--- src/verilog/pulse_cfg_pkg.sv ---
package pulse_cfg_pkg;

	// Both limits and the cycle counter share this width.
	localparam int CFG_LIMIT_WIDTH = 16;

	// One hex digit per nibble, edited one at a time.
	localparam int CFG_NIBBLES = 4;

	localparam int CFG_INDEX_WIDTH = 2;  // Selects one of CFG_NIBBLES nibbles.

	// High phase of 256 cycles after reset.
	localparam logic [CFG_LIMIT_WIDTH-1:0] CFG_HIGH_RESET = 16'h00FF;

	// Low phase of 2048 cycles after reset.
	localparam logic [CFG_LIMIT_WIDTH-1:0] CFG_LOW_RESET = 16'h07FF;

endpackage

--- src/verilog/board_io_pkg.sv ---
package board_io_pkg;

	// Bit 0 drives segment a, bit 6 drives segment g.
	localparam int IO_SEGMENTS = 7;

	// The board lights a segment when its line is low.
	localparam bit IO_SEG_ACTIVE_LOW = 1'b1;

	localparam int IO_DEBOUNCE_CYCLES = 250000;  // 10 ms at 25 MHz.

endpackage

--- src/verilog/button_debouncer.sv ---
`timescale 1ns/1ps

module button_debouncer #(
	parameter int P_DEBOUNCE_CYCLES = board_io_pkg::IO_DEBOUNCE_CYCLES
) (
	input  logic i_clk,
	input  logic i_arst_n,
	input  logic i_button,
	output logic o_level,
	output logic o_press
);

	localparam int LP_COUNT_WIDTH = $clog2(P_DEBOUNCE_CYCLES + 1);
	localparam logic [LP_COUNT_WIDTH-1:0] LP_COUNT_LAST = LP_COUNT_WIDTH'(P_DEBOUNCE_CYCLES - 1);

	logic [1:0]                sync_ff;
	logic [LP_COUNT_WIDTH-1:0] stable_count;
	logic                      level;
	logic                      accept;

	// The new value has now been seen on P_DEBOUNCE_CYCLES cycles in a row.
	assign accept = (sync_ff[1] != level) && (stable_count == LP_COUNT_LAST);

	always_ff @(posedge i_clk or negedge i_arst_n) begin
		if (!i_arst_n) begin
			sync_ff      <= '0;
			stable_count <= '0;
			level        <= 1'b0;
			o_press      <= 1'b0;
		end else begin
			sync_ff <= {sync_ff[0], i_button};
			o_press <= accept && sync_ff[1];  // High together with the first cycle of the new level.
			if (accept) begin
				level        <= sync_ff[1];
				stable_count <= '0;
			end else if (sync_ff[1] != level) begin
				stable_count <= stable_count + 1'b1;
			end else begin
				stable_count <= '0;  // A bounce back restarts the count.
			end
		end
	end

	assign o_level = level;

endmodule

--- src/verilog/limit_editor.sv ---
`timescale 1ns/1ps

module limit_editor (
	input  logic                                       i_clk,
	input  logic                                       i_arst_n,
	input  logic                                       i_up,
	input  logic                                       i_down,
	input  logic                                       i_select,
	input  logic                                       i_edit,
	output logic [pulse_cfg_pkg::CFG_LIMIT_WIDTH-1:0]  o_high_limit,
	output logic [pulse_cfg_pkg::CFG_LIMIT_WIDTH-1:0]  o_low_limit,
	output logic                                       o_sel_high,
	output logic                                       o_edit_mode,
	output logic [pulse_cfg_pkg::CFG_INDEX_WIDTH-1:0]  o_index,
	output logic [pulse_cfg_pkg::CFG_LIMIT_WIDTH/pulse_cfg_pkg::CFG_NIBBLES-1:0] o_nibble
);

	localparam int LP_WIDTH        = pulse_cfg_pkg::CFG_LIMIT_WIDTH;
	localparam int LP_INDEX_WIDTH  = pulse_cfg_pkg::CFG_INDEX_WIDTH;
	localparam int LP_NIBBLE_WIDTH = LP_WIDTH / pulse_cfg_pkg::CFG_NIBBLES;

	logic [LP_WIDTH-1:0]        high_limit;
	logic [LP_WIDTH-1:0]        low_limit;
	logic [LP_INDEX_WIDTH-1:0]  high_index;
	logic [LP_INDEX_WIDTH-1:0]  low_index;
	logic                       sel_high;
	logic                       edit_mode;

	logic [LP_WIDTH-1:0]        active_limit;
	logic [LP_INDEX_WIDTH-1:0]  active_index;
	logic [LP_NIBBLE_WIDTH-1:0] active_nibble;
	logic [LP_WIDTH-1:0]        limit_next;
	logic [LP_INDEX_WIDTH-1:0]  index_next;

	assign active_limit  = sel_high ? high_limit : low_limit;
	assign active_index  = sel_high ? high_index : low_index;
	assign active_nibble = active_limit[active_index * LP_NIBBLE_WIDTH +: LP_NIBBLE_WIDTH];

	// Up wins over down, and both wrap within their own field.
	always_comb begin
		limit_next = active_limit;
		if (i_up) begin
			index_next = active_index + 1'b1;
			limit_next[active_index * LP_NIBBLE_WIDTH +: LP_NIBBLE_WIDTH] = active_nibble + 1'b1;
		end else begin
			index_next = active_index - 1'b1;
			limit_next[active_index * LP_NIBBLE_WIDTH +: LP_NIBBLE_WIDTH] = active_nibble - 1'b1;
		end
	end

	always_ff @(posedge i_clk or negedge i_arst_n) begin
		if (!i_arst_n) begin
			high_limit <= pulse_cfg_pkg::CFG_HIGH_RESET;
			low_limit  <= pulse_cfg_pkg::CFG_LOW_RESET;
			high_index <= '0;
			low_index  <= '0;
			sel_high   <= 1'b0;
			edit_mode  <= 1'b0;
		end else if (i_up || i_down) begin
			if (edit_mode) begin
				if (sel_high) begin
					high_limit <= limit_next;
				end else begin
					low_limit <= limit_next;
				end
			end else if (sel_high) begin
				high_index <= index_next;
			end else begin
				low_index <= index_next;
			end
		end else if (i_select) begin
			sel_high <= ~sel_high;
		end else if (i_edit) begin
			edit_mode <= ~edit_mode;
		end
	end

	assign o_high_limit = high_limit;
	assign o_low_limit  = low_limit;
	assign o_sel_high   = sel_high;
	assign o_edit_mode  = edit_mode;
	assign o_index      = active_index;
	assign o_nibble     = active_nibble;

endmodule

--- src/verilog/pulse_generator.sv ---
`timescale 1ns/1ps

module pulse_generator (
	input  logic                                      i_clk,
	input  logic                                      i_arst_n,
	input  logic [pulse_cfg_pkg::CFG_LIMIT_WIDTH-1:0] i_high_limit,
	input  logic [pulse_cfg_pkg::CFG_LIMIT_WIDTH-1:0] i_low_limit,
	output logic                                      o_pulse
);

	logic [pulse_cfg_pkg::CFG_LIMIT_WIDTH-1:0] cycle_count;
	logic [pulse_cfg_pkg::CFG_LIMIT_WIDTH-1:0] phase_limit;
	logic                                      pulse;
	logic                                      phase_end;

	assign phase_limit = pulse ? i_high_limit : i_low_limit;

	// At or above, so a limit lowered mid-phase ends the phase at once.
	assign phase_end = (cycle_count >= phase_limit);

	always_ff @(posedge i_clk or negedge i_arst_n) begin
		if (!i_arst_n) begin
			cycle_count <= '0;
			pulse       <= 1'b0;  // Start in the low phase.
		end else if (phase_end) begin
			cycle_count <= '0;
			pulse       <= ~pulse;
		end else begin
			cycle_count <= cycle_count + 1'b1;
		end
	end

	assign o_pulse = pulse;

endmodule

--- src/verilog/hex_to_segments.sv ---
`timescale 1ns/1ps

module hex_to_segments (
	input  logic                                i_clk,
	input  logic                                i_arst_n,
	input  logic [3:0]                          i_value,
	output logic [board_io_pkg::IO_SEGMENTS-1:0] o_segments
);

	localparam logic [board_io_pkg::IO_SEGMENTS-1:0] LP_POLARITY =
		{board_io_pkg::IO_SEGMENTS{board_io_pkg::IO_SEG_ACTIVE_LOW}};

	logic [board_io_pkg::IO_SEGMENTS-1:0] glyph;

	always_comb begin
		case (i_value)  // Set bits light segments g down to a.
			4'h0: glyph = 7'h3F;
			4'h1: glyph = 7'h06;
			4'h2: glyph = 7'h5B;
			4'h3: glyph = 7'h4F;
			4'h4: glyph = 7'h66;
			4'h5: glyph = 7'h6D;
			4'h6: glyph = 7'h7D;
			4'h7: glyph = 7'h07;
			4'h8: glyph = 7'h7F;
			4'h9: glyph = 7'h6F;
			4'hA: glyph = 7'h77;
			4'hB: glyph = 7'h7C;
			4'hC: glyph = 7'h39;
			4'hD: glyph = 7'h5E;
			4'hE: glyph = 7'h79;
			default: glyph = 7'h71;
		endcase
	end

	always_ff @(posedge i_clk or negedge i_arst_n) begin
		if (!i_arst_n) begin
			o_segments <= 7'h3F ^ LP_POLARITY;  // Shows 0.
		end else begin
			o_segments <= glyph ^ LP_POLARITY;
		end
	end

endmodule

--- src/verilog/pulse_tuner_top.sv ---
`timescale 1ns/1ps

module pulse_tuner_top #(
	parameter int P_DEBOUNCE_CYCLES = board_io_pkg::IO_DEBOUNCE_CYCLES
) (
	input  logic                                 i_clk,
	input  logic                                 i_arst_n,
	input  logic                                 i_btn_up,
	input  logic                                 i_btn_down,
	input  logic                                 i_btn_select,
	input  logic                                 i_btn_edit,
	output logic [board_io_pkg::IO_SEGMENTS-1:0] o_seg_index,
	output logic [board_io_pkg::IO_SEGMENTS-1:0] o_seg_value,
	output logic                                 o_led_sel_high,
	output logic                                 o_led_edit,
	output logic                                 o_pulse
);

	logic                                      press_up;
	logic                                      press_down;
	logic                                      press_select;
	logic                                      press_edit;
	logic [pulse_cfg_pkg::CFG_LIMIT_WIDTH-1:0] high_limit;
	logic [pulse_cfg_pkg::CFG_LIMIT_WIDTH-1:0] low_limit;
	logic [pulse_cfg_pkg::CFG_INDEX_WIDTH-1:0] index;
	logic [3:0]                                nibble;

	// The editor takes only the press strobes.
	button_debouncer #(.P_DEBOUNCE_CYCLES(P_DEBOUNCE_CYCLES)) debounce_up_i (
		.i_clk(i_clk), .i_arst_n(i_arst_n), .i_button(i_btn_up),
		.o_level(), .o_press(press_up)
	);
	button_debouncer #(.P_DEBOUNCE_CYCLES(P_DEBOUNCE_CYCLES)) debounce_down_i (
		.i_clk(i_clk), .i_arst_n(i_arst_n), .i_button(i_btn_down),
		.o_level(), .o_press(press_down)
	);
	button_debouncer #(.P_DEBOUNCE_CYCLES(P_DEBOUNCE_CYCLES)) debounce_select_i (
		.i_clk(i_clk), .i_arst_n(i_arst_n), .i_button(i_btn_select),
		.o_level(), .o_press(press_select)
	);
	button_debouncer #(.P_DEBOUNCE_CYCLES(P_DEBOUNCE_CYCLES)) debounce_edit_i (
		.i_clk(i_clk), .i_arst_n(i_arst_n), .i_button(i_btn_edit),
		.o_level(), .o_press(press_edit)
	);

	limit_editor limit_editor_i (
		.i_clk(i_clk), .i_arst_n(i_arst_n),
		.i_up(press_up), .i_down(press_down), .i_select(press_select), .i_edit(press_edit),
		.o_high_limit(high_limit), .o_low_limit(low_limit),
		.o_sel_high(o_led_sel_high), .o_edit_mode(o_led_edit),
		.o_index(index), .o_nibble(nibble)
	);

	pulse_generator pulse_generator_i (
		.i_clk(i_clk), .i_arst_n(i_arst_n),
		.i_high_limit(high_limit), .i_low_limit(low_limit), .o_pulse(o_pulse)
	);

	hex_to_segments index_display_i (  // Left digit.
		.i_clk(i_clk), .i_arst_n(i_arst_n),
		.i_value({2'b00, index}), .o_segments(o_seg_index)
	);
	hex_to_segments value_display_i (  // Right digit.
		.i_clk(i_clk), .i_arst_n(i_arst_n),
		.i_value(nibble), .o_segments(o_seg_value)
	);

endmodule

--- config.mk ---
export PLATFORM = sky130hd
export DESIGN_NAME = pulse_tuner_top
export DESIGN_NICKNAME = d
export VERILOG_FILES = /design/src/verilog/pulse_cfg_pkg.sv /design/src/verilog/board_io_pkg.sv /design/src/verilog/button_debouncer.sv /design/src/verilog/limit_editor.sv /design/src/verilog/pulse_generator.sv /design/src/verilog/hex_to_segments.sv /design/src/verilog/pulse_tuner_top.sv
export SDC_FILE = /design/constraint.sdc
export NUM_CORES = 1
export LEC_CHECK = 0
export ABC_AREA = 1
export BUFFER_PORTS_ARGS = -buffer_cell sky130_fd_sc_hd__buf_2
export CAP_MARGIN = 25
export CORE_MARGIN = 3
export CORE_UTILIZATION = 26
export DETAILED_ROUTE_END_ITERATION = 10
export SLEW_MARGIN = 10
export SYNTH_ARGS = -nofsm -noshare
export SYNTH_HDL_FRONTEND = slang
export SYNTH_HIERARCHICAL = 1
export SYNTH_SLANG_ARGS = --single-unit
--- constraint.sdc ---
create_clock -name i_clk -period 6.1 [get_ports i_clk]
set_input_delay 0.915 -clock i_clk [delete_from_list [all_inputs] [get_ports i_clk]]
set_output_delay 0.915 -clock i_clk [all_outputs]
set_load 0.02 [all_outputs]
=== Yosys cells after proc, flatten, opt, wreduce, memory -nomap -nowiden ===
Memories as Yosys holds them, arrays and structs flattened.
Index checks and enable logic that the tools add are counted.
W data, S select, Z words.

* $add $sub $neg: 10
* $lt $le $gt $ge: 1
* Eq/ne operators: 8
* Shifts and indexed selects: 4
* Mux-type cells: 16
* Bitwise gates (word level): 7
* Reduce and logical (&&, ||, !) cells: 15

{| class="wikitable"
|+ Operator list
! operator !! number
|-
| $mux W18 || 8
|-
| $add A18 B1 Y18 const B || 4
|-
| $eq A18 B18 Y1 const B || 4
|-
| $shiftx A4 B34 Y16 || 2
|-
| $mux W16 || 4
|-
| $neg A4 Y34 || 1
|-
| $shift A4 B34 Y16 const A || 1
|-
| $bwmux W16 || 2
|-
| $add A16 B1 Y16 const B || 1
|-
| $ge A16 B16 Y1 || 1
|-
| $shiftx A16 B5 Y4 || 1
|-
| $reduce_and A3 Y1 || 5
|-
| $not A7 Y7 || 2
|-
| $logic_and A1 B1 Y1 || 8
|-
| $not A1 Y1 || 5
|-
| $add A4 B1 Y4 const B || 1
|-
| $mux W2 || 2
|-
| $ne A1 B1 Y1 || 4
|-
| $sub A4 B1 Y4 const B || 1
|-
| $add A2 B1 Y2 const B || 1
|-
| $reduce_and A2 Y1 || 1
|-
| $sub A2 B1 Y2 const B || 1
|-
| $logic_or A1 B1 Y1 || 1
|}

* Flip-flop bits (word level): 157
* Bits in read-only memories: 224
* Output and inout bits: 17
* Word-level logic and storage cells: 89
* Memories kept: 2

{| class="wikitable"
|+ Memories
! name !! depth !! width !! read ports !! clocked after Yosys merged registers in !! write ports !! RTL line !! text
|-
| (no name shown) || 16 || 7 || 1 || 0 || 0 || hex_to_segments.sv:16 || <nowiki>case (i_value)</nowiki>
|-
| (no name shown) || 16 || 7 || 1 || 0 || 0 || hex_to_segments.sv:16 ||
|}

=== Depth between registers and ports, before layout ===
* Depth in word-level cells: 6
* Mapped depth: 19

=== By module ===
Netlist, hierarchy kept.

{| class="wikitable"
|+ By module, submodules not included
! module !! instances !! cells an instance !! area an instance (um^2) !! seq. area each (um^2)
|-
| button_debouncer || 4 || 136 || 1126.1 || 550.5
|-
| limit_editor || 1 || 344 || 2438.6 || 974.7
|-
| pulse_generator || 1 || 169 || 1437.6 || 425.4
|-
| hex_to_segments at value_display_i || 1 || 57 || 450.4 || 176.4
|-
| hex_to_segments at index_display_i || 1 || 55 || 437.9 || 176.4
|-
| pulse_tuner_top || 1 || 1 || 3.8 || 0.0
|}

=== Least setup slack after synthesis ===
No wires, ideal clock.

* Path type: reg-to-reg
* Start: register limit_editor_i.sel_high, in the netlist limit_editor_i/o_sel_high
* End: register limit_editor_i.high_limit[6], in the netlist limit_editor_i/o_high_limit[6]
* Library setup time: 0.061 ns
* Arrival: 2.179 ns
* Data required time: 6.039 ns
* Setup slack: 3.860 ns
* Stages on the path, launching flop included: 16
* Cell sequence: dfrtp_1 buf_6 inv_4 buf_12 buf_12 nand2_4 o21ai_4 nand2_2 nand2_2 ha_1 mux2i_1 xor2_1 nand2_1 o21ai_0 nand2_1 nand2_1

* Longest elaborated chain between the ends: 6
* Elaborated cells between the ends (all ways): 13
* Classes of those cells: add/sub (3); shift (4); mux (5); reduce/logical (1)

{| class="wikitable"
|+ Ends and longest elaborated chain
! element !! RTL line !! text
|-
| start: declaration || limit_editor.sv:26 || <nowiki>logic sel_high;</nowiki>
|-
| start signal: assignment || limit_editor.sv:72 || <nowiki>sel_high <= ~sel_high;</nowiki>
|-
| $mux W2 (*) || limit_editor.sv:36 || <nowiki>assign active_index = sel_high ? high_index : low_index;</nowiki>
|-
| named net index (one bit) || pulse_tuner_top.sv:25 || <nowiki>logic [pulse_cfg_pkg::CFG_INDEX_WIDTH-1:0] index;</nowiki>
|-
| $shiftx A16 B5 Y4 (*) || limit_editor.sv:37 || <nowiki>assign active_nibble = active_limit[active_index * LP_NIBBLE_WIDTH +: LP_NIBBLE_WIDTH];</nowiki>
|-
| named net nibble[0] || pulse_tuner_top.sv:26 || <nowiki>logic [3:0] nibble;</nowiki>
|-
| $sub A4 B1 Y4 or $add A4 B1 Y4 (tied branches) || limit_editor.sv:47, limit_editor.sv:44 ||
|-
| $shiftx A4 B34 Y16 (on tied branches) || limit_editor.sv:47, limit_editor.sv:44 ||
|-
| $bwmux W16 (on tied branches) || limit_editor.sv:47, limit_editor.sv:44 ||
|-
| $mux W16 (*) || limit_editor.sv:42 || <nowiki>if (i_up) begin</nowiki>
|-
| end signal: assignment || limit_editor.sv:53 || <nowiki>high_limit <= pulse_cfg_pkg::CFG_HIGH_RESET;</nowiki>
|-
| end signal: assignment || limit_editor.sv:62 || <nowiki>high_limit <= limit_next;</nowiki>
|-
| end: declaration || limit_editor.sv:22 || <nowiki>logic [LP_WIDTH-1:0] high_limit;</nowiki>
|}

Mark *: on every way through the listed nets, which the timed path passes. The rest lies on a longest branch.
A chain may end at the register's enable or synchronous reset.

=== Worst setup path after layout ===
Same ends and word-level chain as after synthesis.

==> results.yml <==
outcome:
  run_status: "finished clean"
global_route:
  grt_max_degree: 92
  grt_pass1_vias: 7060
  antenna_found_initial: 0
  grt_remaining_overflow: 0
  track_usage_pct: 10.52
  grt_pass1_wl_mm: 33.95
clock_network:
  htreeDepth: 4
  postCtsSetupBuffers: 0
  holdBufCountCts: 0
  post_cts_resized: 0
  root_buffer: "clkbuf_16"
  cts.sinks: 157
  numCtsBuffers: 17
  path_clk_slew_ps: 60
  cts_tree: "yes"
  clock_latency_ps: 430
  cts_max_path_buffers: 2
sta:
  rsz0062_at_grt: "no"
  period_needed_ps: 3368
  hold_viol: 0
  setup_violations: 0
  fmax_mhz: 296.9
  tightestPinTransition_ps: 887.3
  slew_headroom_pct: 40.85
  fin_crit_sh_pct: 55.22
  clock_skew_ps: 7.644
  whs_ps: 354.3
  fin_setup_tns_ps: 0
  slew_violations: 0
setup_path:
  crit_path_end_kind: "flop"
  reg2reg_slack_ps: 2730
  critPathMaxFanout: 27
  critPathKind: "reg2reg"
  required_ps: 6470
  critPathArrivalTime_ps: 3730
  crit_path_start_kind: "flop"
floorplanning:
  rows: 68
  start_util_pct: 26.58
  die_area_um2: 37970
  die_width_um: 194.9
  coreArea_um2: 34880
  fp.dieH_um: 194.9
  num_io_pins: 23
power_and_ir_drop:
  design_power_total_mw: 2.172
  internal-power_mw: 1.662
  switching_share_pct: 23.50
  vdd_drop_max_uv: 189.2
  seqPwrFrac_pct: 48.8
  p_switching_uw: 510.4
  p_comb_share_pct: 3.0
  clkPwrFrac_pct: 48.2
  p_per_area_nw_per_um2: 207.8
  power_leakage_nw: 4.808
layout:
  syn2layout_area_growth_pct: 12.74
  nets: 1250
  stdcell_count: 1673
  drive_above_1_share_pct: 15.02
  num_antenna_cells: 0
  final_area_um2: 10450
placed_design:
  dpl.hpwl_mm: 13.81
  finalWeightedCongestion: 0.8730
  placedCellCount: 1640
  placed_area_um2: 9857
  numPortBuffers: 22
synthesis:
  async_flop_share_pct: 100.0
  synth_area_um2: 9273
  avgSynthCellArea_um2: 7.925
  netlist_instances: 1170
  synth_cell_types: 42
  ys_seq_elements: 157
  yosysWarnings: 6
  synth-seq-area-share_pct: 42.65
  synth_edf_count: 0
  ys.flop_type: "dfrtp_1"
routing:
  vias: 7243
  ant_nets: 0
  routed_wl_mm: 19.47
  viasPerCell: 4.329
  drc: 0
  dr.pass1.iters: 4
  drtIter0Drc: 388
  avgRoutedWirePerCell_um: 11.64
run:
  drv_cap: 0
hold_path:
  hold_path.class: "reg2reg"
==> flip-flops by register name (all words and copies together), names as in the netlist, 16 cells and up <==
signal                          flops
limit_editor_i/o_low_limit         16
debounce_edit_i/stable_count       18
pulse_generator_i/cycle_count      16
debounce_down_i/stable_count       18
debounce_up_i/stable_count         18
debounce_select_i/stable_count     18
limit_editor_i/o_high_limit        16
==> cell usage after synthesis, drive strengths merged (12+ instances only) <==
library cell / n / area share, %
buf: 14 / 1.5
ha: 39 / 5.3
nand3: 90 / 5.6
a21oi: 18 / 0.97
nor2: 195 / 9.5
nand2: 383 / 17
xor2: 33 / 3.1
dfrtp: 136 / 37
o21ai: 42 / 2.4
dfstp: 21 / 6.0
nor3b: 12 / 1.2
mux2i: 16 / 1.7
xnor2: 19 / 1.8
inv: 111 / 4.7
nand4: 17 / 1.1
==> cell families after synthesis <==
| group | count (synthesis) | synth area share, % |
|---|---|---|
| compound gates | 68 | 4.048 |
| xor+xnor | 52 | 4.912 |
| fa+ha+maj | 39 | 5.262 |
| simple gates | 709 | 35.12 |
| mux | 16 | 1.727 |
| flops | 157 | 42.65 |
| other cells | 1 | 0.04044 |
| buf+inv | 128 | 6.234 |
==> final cells by class <==
type                            instances  area [um2]
Sequential cell                       157        3955
Multi-Input combinational cell        892        4766
Tap cell                              455       569.3
Fill cell                            3746       24430
Clock inverter                         13       128.9
Timing Repair Buffer                   25       146.4
Clock buffer                           19       452.9
Inverter                              112       435.4
==> power by group through the flow <==
stage                     Clock (mW)  Sequential, mW  Combinational [mW]
final                           1.05            1.06              0.0645
after global routing            1.13            1.06              0.0773
after CTS                       1.08            1.06              0.0668
after detailed placement           0            1.08              0.0668
after global placement             0            1.08              0.0663
after floorplan                    0            1.08              0.0301
==> critical path: stages, from the launching register on <==
cell	delay [ps]
dfrtp_1	920
inv_4	290
nand2_1	150
nand2_2	250
nand2_1	210
nand2_1	90
nand2_2	60
nand2_2	130
ha_1	240
mux2i_1	170
xor2_1	270
nand2_1	130
o21ai_0	240
nand2_1	80
nand2_1	90
==> worst paths after layout <==
check,cells past startpoint,from,end
min in group asynchronous,1,i_arst_n,debounce_select_i/stable_count[0]$_DFF_PN0_
setup / recovery,14,limit_editor_i/o_sel_high$_DFFE_PN0P_,limit_editor_i/o_high_limit[6]$_DFFE_PN1P_
hold reg to reg,0,debounce_down_i/sync_ff[0]$_DFF_PN0_,debounce_down_i/sync_ff[1]$_DFF_PN0_
hold / removal,0,debounce_down_i/sync_ff[0]$_DFF_PN0_,debounce_down_i/sync_ff[1]$_DFF_PN0_
setup reg to reg,14,limit_editor_i/o_sel_high$_DFFE_PN0P_,limit_editor_i/o_high_limit[6]$_DFFE_PN1P_
max in group asynchronous,2,i_arst_n,index_display_i/o_segments[3]$_DFF_PN0_
==> cells in the final DEF, fill, tap and decap left out, types with 4 or more instances in the layout <==
cell type / netlist / final
nor2_4: 12 / 12
nor3b_2: 4 / 4
inv_6: 2 / 6
nor2_2: 25 / 25
nand2_1: 345 / 345
nor3_1: 8 / 8
nand3_2: 11 / 11
clkbuf_16: 0 / 17
o21bai_1: 5 / 5
nor2_1: 158 / 158
dfstp_2: 21 / 21
dfrtp_1: 136 / 136
ha_1: 39 / 39
nand2_2: 35 / 35
buf_2: 4 / 21
a21oi_1: 18 / 18
xor2_1: 33 / 33
nor3b_1: 8 / 8
mux2i_1: 16 / 16
nand4_1: 17 / 17
inv_1: 103 / 103
conb_1: 1 / 8
xnor2_1: 19 / 19
inv_2: 4 / 4
o21ai_1: 14 / 14
nand3_1: 78 / 78
o21ai_0: 26 / 26
==> routing by layer <==
metal  vias up  global-route usage, %  routed length [um]
met3        20                  2.496                 634
met1      3366                  14.43                9605
met2       108                  16.85                8970
li1       3749                      -                   -
met4         0                  2.509                 261
met5         -                      0                   0
==> metrics by stage <==
step / util [%] / setup slack [ps]
6_report: 29.97 / 2732
5_1_grt: 29.97 / 2390
4_1_cts: 29.92 / 2752
3_5_place_dp: 28.26 / 2815
3_3_place_gp: 28.26 / 2961
2_1_floorplan: - / 3860
(Power assumes the default switching activity.)
